==> config.mk <==
export PLATFORM = sky130hd
export DESIGN_NAME = edram_refr_ctrl
export DESIGN_NICKNAME = d
export VERILOG_FILES = /design/src/hdl/edram_refr_pkg.sv /design/src/hdl/edram_refr_ctrl.sv /design/src/hdl/refresh_scheduler.sv /design/src/hdl/retention_monitor.sv
export VERILOG_INCLUDE_DIRS = /design/src /design/src/include
export SDC_FILE = /design/constraint.sdc
export NUM_CORES = 1
export LEC_CHECK = 0
export ABC_AREA = 1
export BUFFER_PORTS_ARGS = -buffer_cell sky130_fd_sc_hd__buf_4
export CORE_ASPECT_RATIO = 0.5
export CORE_MARGIN = 1
export CORE_UTILIZATION = 45
export DETAILED_ROUTE_END_ITERATION = 10
export PLACE_DENSITY_LB_ADDON = 0.05
export SLEW_MARGIN = 25
export SYNTH_ARGS = -nofsm -noshare
export SYNTH_HDL_FRONTEND = slang
export SYNTH_SLANG_ARGS = --single-unit
==> constraint.sdc <==
create_clock -name clk -period 6.2 [get_ports clk]
set_input_delay 1.55 -clock clk [delete_from_list [all_inputs] [get_ports clk]]
set_output_delay 1.55 -clock clk [all_outputs]
set_load 0.005 [all_outputs]
==> src/include/edram_refr_defs.svh <==
`ifndef EDRAM_REFR_DEFS_SVH
`define EDRAM_REFR_DEFS_SVH

// properties are not evaluated while the controller is in reset.
`define EDRAM_REFR_ASSERT_OFF disable iff (rst)

`endif

==> src/hdl/edram_refr_pkg.sv <==
package edram_refr_pkg;

  localparam int num_banks = 16;
  localparam int bank_bits = 4;

  // requests a bank may miss before it is overdue.
  localparam int retention_limit = num_banks + 4;
  localparam int age_bits = 5;

  // one access port for the current cycle.
  typedef struct packed {
    logic                 vld;
    logic [bank_bits-1:0] bank;
  } bank_acc_t;

  // refresh issued to the macro.
  typedef struct packed {
    logic                 vld;
    logic [bank_bits-1:0] bank;
  } refr_cmd_t;

  // retention monitor report.
  typedef struct packed {
    logic                 vld;
    logic [bank_bits-1:0] bank;
  } overdue_t;

endpackage

==> src/hdl/edram_refr_ctrl.sv <==
module edram_refr_ctrl
  import edram_refr_pkg::*;
(
  input  logic      clk,
  input  logic      rst,
  input  logic      refresh_req,
  input  bank_acc_t acc_a,
  input  bank_acc_t acc_b,
  output refr_cmd_t refr_cmd,
  output overdue_t  overdue
);

  // bank choice, same cycle as the request.
  refresh_scheduler u_sched (
    .clk         (clk),
    .rst         (rst),
    .refresh_req (refresh_req),
    .acc_a       (acc_a),
    .acc_b       (acc_b),
    .refr_cmd    (refr_cmd)
  );

  // ages every bank on each request.
  retention_monitor u_mon (
    .clk         (clk),
    .rst         (rst),
    .refresh_req (refresh_req),
    .refr_cmd    (refr_cmd),
    .overdue     (overdue)
  );

endmodule

==> src/hdl/refresh_scheduler.sv <==
`include "edram_refr_defs.svh"

module refresh_scheduler
  import edram_refr_pkg::*;
(
  input  logic      clk,
  input  logic      rst,
  input  logic      refresh_req,
  input  bank_acc_t acc_a,
  input  bank_acc_t acc_b,
  output refr_cmd_t refr_cmd
);

  typedef enum logic [2:0] {
    pick_none,
    pick_slot0,
    pick_slot1,
    pick_ptr,
    pick_ptr1,
    pick_ptr2
  } pick_e;

  function automatic logic [bank_bits-1:0] bank_add(
    input logic [bank_bits-1:0] b,
    input int unsigned          n
  );
    int unsigned sum;
    sum = (int'(b) + n) % num_banks;
    return bank_bits'(sum);
  endfunction

  // sweep state.
  logic [bank_bits-1:0] ptr;
  logic [bank_bits-1:0] ptr_p1;
  logic [bank_bits-1:0] ptr_p2;
  logic [bank_bits-1:0] ptr_p3;

  // stuck slots, slot 0 drains first.
  logic                 slot0_vld;
  logic [bank_bits-1:0] slot0_bank;
  logic                 slot1_vld;
  logic [bank_bits-1:0] slot1_bank;

  logic [bank_bits-1:0] ptr_nxt;
  logic                 slot0_vld_nxt;
  logic [bank_bits-1:0] slot0_bank_nxt;
  logic                 slot1_vld_nxt;
  logic [bank_bits-1:0] slot1_bank_nxt;

  logic [num_banks-1:0] blocked;
  logic                 p_stuck;
  pick_e                pick;

  assign ptr_p1 = bank_add(ptr, 1);
  assign ptr_p2 = bank_add(ptr, 2);
  assign ptr_p3 = bank_add(ptr, 3);

  // banks held by either port this cycle.
  always_comb begin
    blocked = '0;
    if (acc_a.vld) begin
      blocked[acc_a.bank] = 1'b1;
    end
    if (acc_b.vld) begin
      blocked[acc_b.bank] = 1'b1;
    end
  end

  assign p_stuck = (slot0_vld && (slot0_bank == ptr)) ||
                   (slot1_vld && (slot1_bank == ptr));

  // stuck banks first, then the pointer, then one or two ahead.
  always_comb begin
    if (slot0_vld && !blocked[slot0_bank]) begin
      pick = pick_slot0;
    end else if (slot1_vld && !blocked[slot1_bank]) begin
      pick = pick_slot1;
    end else if (!blocked[ptr]) begin
      pick = pick_ptr;
    end else if (!blocked[ptr_p1] && !p_stuck && !slot1_vld) begin
      pick = pick_ptr1;
    end else if (!blocked[ptr_p2] && !slot0_vld && !slot1_vld) begin
      pick = pick_ptr2;
    end else begin
      pick = pick_none;
    end
  end

  always_comb begin
    refr_cmd.vld = refresh_req && (pick != pick_none);
    case (pick)
      pick_slot0: refr_cmd.bank = slot0_bank;
      pick_slot1: refr_cmd.bank = slot1_bank;
      pick_ptr1:  refr_cmd.bank = ptr_p1;
      pick_ptr2:  refr_cmd.bank = ptr_p2;
      default:    refr_cmd.bank = ptr;
    endcase
  end

  always_comb begin
    ptr_nxt        = ptr;
    slot0_vld_nxt  = slot0_vld;
    slot0_bank_nxt = slot0_bank;
    slot1_vld_nxt  = slot1_vld;
    slot1_bank_nxt = slot1_bank;
    case (pick)
      pick_slot0: begin
        slot0_vld_nxt  = slot1_vld;
        slot0_bank_nxt = slot1_bank;
        slot1_vld_nxt  = 1'b0;
      end
      pick_slot1: begin
        slot1_vld_nxt = 1'b0;
      end
      pick_ptr: begin
        ptr_nxt = ptr_p1;
      end
      pick_ptr1: begin
        // skipped pointer bank goes to the first free slot.
        ptr_nxt = ptr_p2;
        if (!slot0_vld) begin
          slot0_vld_nxt  = 1'b1;
          slot0_bank_nxt = ptr;
        end else begin
          slot1_vld_nxt  = 1'b1;
          slot1_bank_nxt = ptr;
        end
      end
      pick_ptr2: begin
        ptr_nxt        = ptr_p3;
        slot0_vld_nxt  = 1'b1;
        slot0_bank_nxt = ptr;
        slot1_vld_nxt  = 1'b1;
        slot1_bank_nxt = ptr_p1;
      end
      default: begin
        ptr_nxt = ptr;
      end
    endcase
  end

  always_ff @(posedge clk) begin
    if (rst) begin
      ptr       <= '0;
      slot0_vld <= 1'b0;
      slot1_vld <= 1'b0;
    end else if (refresh_req) begin
      ptr       <= ptr_nxt;
      slot0_vld <= slot0_vld_nxt;
      slot1_vld <= slot1_vld_nxt;
    end
  end

  always_ff @(posedge clk) begin
    if (refresh_req) begin
      slot0_bank <= slot0_bank_nxt;
      slot1_bank <= slot1_bank_nxt;
    end
  end

  // a refresh must never collide with a port access.
  a_cmd_not_blocked: assert property (
    @(posedge clk) `EDRAM_REFR_ASSERT_OFF
    refr_cmd.vld |-> !(acc_a.vld && (acc_a.bank == refr_cmd.bank)) &&
                     !(acc_b.vld && (acc_b.bank == refr_cmd.bank))
  );

  // slots fill and drain in order.
  a_slot_order: assert property (
    @(posedge clk) `EDRAM_REFR_ASSERT_OFF
    slot1_vld |-> slot0_vld
  );

endmodule

==> src/hdl/retention_monitor.sv <==
`include "edram_refr_defs.svh"

module retention_monitor
  import edram_refr_pkg::*;
(
  input  logic      clk,
  input  logic      rst,
  input  logic      refresh_req,
  input  refr_cmd_t refr_cmd,
  output overdue_t  overdue
);

  // requests seen since each bank's last refresh.
  logic [age_bits-1:0]  age [num_banks];
  logic [num_banks-1:0] refreshed;
  logic [num_banks-1:0] hit;
  logic [bank_bits-1:0] hit_bank;

  logic                 ov_vld;
  logic [bank_bits-1:0] ov_bank;

  always_comb begin
    refreshed = '0;
    if (refr_cmd.vld) begin
      refreshed[refr_cmd.bank] = 1'b1;
    end
  end

  // banks stepping onto the limit with this request.
  always_comb begin
    for (int i = 0; i < num_banks; i++) begin
      hit[i] = refresh_req && !refreshed[i] &&
               (age[i] == age_bits'(retention_limit - 1));
    end
  end

  // lowest bank wins.
  always_comb begin
    hit_bank = '0;
    for (int i = num_banks - 1; i >= 0; i--) begin
      if (hit[i]) begin
        hit_bank = bank_bits'(i);
      end
    end
  end

  always_ff @(posedge clk) begin
    if (rst) begin
      for (int i = 0; i < num_banks; i++) begin
        age[i] <= '0;
      end
    end else if (refresh_req) begin
      for (int i = 0; i < num_banks; i++) begin
        if (refreshed[i]) begin
          age[i] <= '0;
        end else if (age[i] != age_bits'(retention_limit)) begin
          age[i] <= age[i] + 1'b1;
        end
      end
    end
  end

  always_ff @(posedge clk) begin
    if (rst) begin
      ov_vld <= 1'b0;
    end else begin
      ov_vld <= |hit;
    end
  end

  always_ff @(posedge clk) begin
    ov_bank <= hit_bank;
  end

  assign overdue = '{vld: ov_vld, bank: ov_bank};

  // commands only come out of a refresh request.
  a_cmd_needs_req: assert property (
    @(posedge clk) `EDRAM_REFR_ASSERT_OFF
    refr_cmd.vld |-> refresh_req
  );

endmodule

==> Word level (Yosys, flattened, before mapping) <==
Memories as Yosys holds them, arrays and structs flattened.
Cells that the tools add are included.
{ "op_classes": {"n_reduce_logical": 85, "n_bitwise": 33, "eq_ne": 41, "addsub": 19, "order_cmp": 11, "n_mux": 226} }
{ "op_table": {"columns": ["op", "count"], "rows": [
  ["5-bit two-way mux", 32],
  ["1-bit two-way mux", 156],
  ["5-bit by 1-bit adder with 5-bit output, second input constant", 16],
  ["5-bit equality test, second input constant", 16],
  ["5-bit != test, second input constant", 16],
  ["16-bit two-way mux", 3],
  ["1-bit logical AND", 44],
  ["4-bit by 5-bit < comparator with 1-bit output, second input constant", 8],
  ["4-bit two-way mux", 10],
  ["1-bit bitwise OR", 32],
  ["3-bit two-way mux", 9],
  ["4-bit case mux with 3 select lines", 2],
  ["1-bit logical NOT", 23],
  ["1-bit binary-select mux with 4-bit select", 5],
  ["16-bit bitwise OR", 1],
  ["4-bit case mux with 4 select lines", 1],
  ["16-bit OR reduction", 1],
  ["1-bit demux with 4-bit select", 3],
  ["4-bit by 1-bit >= comparator with 1-bit output, second input constant", 3],
  ["3-bit nonzero test", 4],
  ["3-bit AND reduction", 3],
  ["4-bit by 2-bit adder with 4-bit output, second input constant", 2],
  ["4-bit equality test", 2],
  ["4-bit case mux with 2 select lines", 1],
  ["other kinds (15)", 22]
]} }
{ "word_totals": {"elab_cells": 426, "ram_bits": 80, "regBits": 19, "output_inout_bits": 10, "inputBits": 13, "n_memories": 1} }
{ "mem_list": {"columns": ["name", "depth", "width", "read_ports", "rd_clocked_by_memory_dff", "write_ports", "line_no", "source"], "rows": [
  ["u_mon.age", 16, 5, 16, 0, 16, "retention_monitor.sv:14", "logic [age_bits-1:0] age [num_banks];"]
]} }

==> Depth between registers and ports, before layout <==
{ "depth": {"word_depth": 42, "mapped_depth": 37, "mapped_depth_nobuf": 37} }

==> Modules after synthesis <==
A second synthesis with hierarchy kept.
{ "hier_totals": {"hier_cells": 945, "area_unflattened_um2": 7285.7} }
{ "by_module_without_submodules": {"columns": ["mod", "seq_area_each_um2", "cells_per_inst", "area_per_inst_um2", "n_inst"], "rows": [
  ["retention_monitor", 2502.4, 561, 5061.1, 1],
  ["refresh_scheduler", 360.3, 384, 2224.6, 1]
]} }

==> Worst setup path after synthesis <==
OpenSTA, ideal clock, no wires.
{ "synth_path": {"path_type": "input port to output port", "from": "input acc_b[4] in the netlist's numbering", "to": "output refr_cmd[3] in the netlist's numbering", "t_required_ps": 4650, "n_path_buf": 1, "t_arrival_ps": 3123, "cell_stages": 19, "setup_slack_ps": 1527, "cell_sequence": "buf_4 -> nand2_4 -> nor2_4 -> nand2_2 -> nand3_1 -> nand2_1 -> nand2_1 -> nand3_1 -> nand2_1 -> nand2_1 -> nand2_2 -> nand2_2 -> nor2_4 -> nand2_4 -> nor2_8 -> nand2_1 -> nand2_1 -> nor2_1 -> nand2_4"} }
{ "synth_rtl": {"columns": ["item", "line_no", "source"], "rows": [
  ["from (decl)", "edram_refr_ctrl.sv:8", "input bank_acc_t acc_b,"],
  ["to (decl)", "edram_refr_ctrl.sv:9", "output refr_cmd_t refr_cmd,"]
]} }

==> flow_metrics.py <==
metrics = {
    "run_status": {
        "status": "completed",
    },
    "detailed_routing": {
        "drtIter0Drc": 444,
        "ant_nets": 0,
        "viasPerCell": 5.33,
        "firstDrtPassIters": 6,
        "drc_errors": 0,
        "wl_mm": 18.1,
        "num_vias": 6364,
        "routedWlPerCell_um": 15.2,
    },
    "clock_tree": {
        "cts_tree": "yes",
        "cts_inserted_buffers": 9,
        "cts_resized": 0,
        "clk_latency_ps": 350,
        "post_cts_buffers": 0,
        "clk_pin_slew_worst_paths_ps": 70,
        "cts_buffer_depth": 2,
        "postCtsHoldBufs": 0,
        "cts_root_buffer": "clkbuf_16",
        "cts_sinks": 99,
        "htree_num_levels": 3,
    },
    "cells_and_area": {
        "fin_nets": 1018,
        "syn_to_final_growth_pct": 9.16,
        "final_common_cell": "nand3_1",
        "drive_above_1_share": 0.117,
        "layout_common_cells": "nand3_1, nand2_1, inv_1, nor2_1, edfxtp_1",
        "stdcell_count": 1194,
        "fin_util": 0.511,
        "n_fill_cell": 1530,
        "diodes": 0,
    },
    "power_and_ir_drop": {
        "p_leak_nw": 3.52,
        "p_comb_frac": 0.496,
        "swShare": 0.466,
        "powerDensity_nw_per_um2": 424,
        "p_sw_mw": 1.59,
        "clock_power_share": 0.165,
        "vdd_drop_max_mv": 0.191,
        "internal-power_mw": 1.82,
        "p_seq_frac": 0.339,
    },
    "setup_path": {
        "cp_max_fo": 15,
        "start_kind": "primary input",
        "crit_slowest_cell": "nor2_1",
        "worst-path-buf-inv": 2,
        "slowest_delay_ps": 280,
        "path_cells": "buf_4 -> nor2_1 -> nand3_1 -> nand3_1 -> nand3_1 -> nand2_1 -> nand2_1 -> nand2_1 -> nand2_1 -> nand2_2 -> nand2_2 -> nor2_4 -> nand2_4 -> nor2_8 -> nand2_1 -> nand2_1 -> nor2_1 -> nand2_4 -> buf_4",
        "crit_type": "in -> out",
        "endpoint_kind": "primary output",
        "crit_path_frequent_cell": "nand2_1",
        "r2r.worst_path.cells": 20,
        "cp.depth": 19,
        "crit_required_ps": 4650,
        "arrival_ps": 3770,
        "path_delay_family": "simple AND/OR/NAND/NOR gates",
    },
    "die": {
        "io-pin-count": 23,
        "fp.dieArea_um2": 16900,
        "die_h_um": 92.4,
        "core_area_um2": 15700,
        "die_width_um": 183,
        "initial_core_util": 0.468,
        "placementRows": 32,
    },
    "timing": {
        "max_freq_mhz": 188,
        "finalSetupViolCount": 0,
        "period_needed_ps": 5320,
        "fin_setup_tns_ps": 0,
        "drv_slew": 0,
        "rsz0062_at_grt": "no",
        "hold_viol_final": 0,
        "skew_ps": 12.3,
        "slew_headroom": 0.475,
        "tightest_slew_ps": 775,
        "finalCritPeriodShare": 0.858,
    },
    "grt": {
        "grt_pass1_wl_mm": 29.7,
        "grt_remaining_overflow": 0,
        "gr-usage-all-layers": 0.223,
        "grt_antenna_before_repair": 0,
        "grt_pass1_vias": 5978,
        "grt_max_degree": 24,
    },
    "worst_hold_path": {
        "whs_path_depth": 2,
        "hp-class": "reg -> reg",
    },
    "logic_synthesis": {
        "postSynthCellCount": 950,
        "yosys.area.top_type_share": 0.360,
        "ys_types": 44,
        "synth_area_leaders": "edfxtp_1, nand3_1, nand2_1",
        "synth_edf_count": 88,
        "synth_seq_area_share": 0.390,
        "yosys.area.top_type": "edfxtp_1",
        "async_reset_ff_frac": 0,
        "synth_flop_cell": "edfxtp_1",
        "yosys_warnings": 0,
        "yosys_register_bits": 99,
        "synth.avg_cell_area_um2": 7.73,
        "syn-num-nets": 1000,
        "syn_area_um2": 7350,
    },
    "placed_design": {
        "dp_cells": 1178,
        "io_buffers": 22,
        "dp_hpwl_mm": 13.6,
        "gp_congestion": 0.944,
    },
    "job": {
        "maxCapViolCount": 0,
    },
}
-- stage by stage --
step | hold WS (ps) | power (mW) | cell area [µm²] | setup WS [ps]
after detailed placement | 574 | 2.85 | 7720 | 907
final | 590 | 3.40 | 8020 | 878
after floorplan | 493 | 2.36 | 7350 | 1530
after global routing | 630 | 3.68 | 8020 | 660
after global placement | 566 | 2.84 | 7720 | 870
after CTS | 588 | 3.42 | 8020 | 900
-- layout make-up --
class / count / area [µm²] / area share
repair buffers: 27 / 203 / 0.0253
clock inverters: 6 / 57.6 / 0.00718
multi-input cells: 693 / 3860 / 0.482
clock buffers: 10 / 239 / 0.0298
flip-flops and latches: 99 / 2860 / 0.357
well taps: 221 / 277 / 0.0345
inverters: 138 / 518 / 0.0646
-- power by group through the flow --
stage / clock [mW] / sequential, mW / combinational [mW]
2_1_floorplan: 0 / 1.10 / 1.26
3_3_place_gp: 0 / 1.16 / 1.68
3_5_place_dp: 0 / 1.17 / 1.68
4_1_cts: 0.579 / 1.15 / 1.69
5_1_grt: 0.603 / 1.19 / 1.90
6_report: 0.562 / 1.15 / 1.69
-- logic make-up after synthesis --
group           count (synthesis)  synth area share
flops                          99             0.390
xor+xnor                       37            0.0441
simple gates                  545             0.356
buf+inv                       158            0.0845
fa+ha+maj                      37            0.0630
compound gates                 74            0.0632
-- worst paths after layout --
path | startpoint | end | slack (ps)
worst min-delay path | u_sched.slot1_vld$_SDFFE_PP0P_ | u_sched.slot1_vld$_SDFFE_PP0P_ | 590
worst max register to register | u_sched.ptr[1]$_SDFFE_PP0P_ | u_mon.ov_bank[2]$_SDFF_PP0_ | 1470
worst max-delay path | acc_a[3] | refr_cmd[3] | 880
worst min register to register | u_sched.slot1_vld$_SDFFE_PP0P_ | u_sched.slot1_vld$_SDFFE_PP0P_ | 590
-- registers in the layout, indices dropped and copies added, names as in the netlist --
name / count
u_mon.age: 80
u_mon.ov_bank: 4
u_mon.ov_vld: 1
u_sched.ptr: 4
u_sched.slot0_bank: 4
u_sched.slot0_vld: 1
u_sched.slot1_bank: 4
u_sched.slot1_vld: 1
-- cells in the mapped netlist (11+ instances only) --
| cell type | number |
|---|---|
| a21oi_1 | 27 |
| dfxtp_1 | 11 |
| edfxtp_1 | 88 |
| ha_1 | 37 |
| inv_1 | 132 |
| nand2_1 | 150 |
| nand2_2 | 13 |
| nand3_1 | 196 |
| nor2_1 | 113 |
| nor2_2 | 16 |
| o21ai_0 | 15 |
| xor2_1 | 35 |
-- layer usage --
metal	global-route usage	vias to the layer above	share of wire
li1	-	3212	-
met1	0.303	2966	0.48
met2	0.376	154	0.45
met3	0.0291	32	0.050
met4	0.0581	0	0.018
met5	0	-	0
-- worst min-delay path, cell delays in order (launching register included) --
cell	delay (ps)
dfxtp_1	380
o21ai_0	100
a21oi_1	60
No activity file was read; power rests on OpenSTA's default activity.
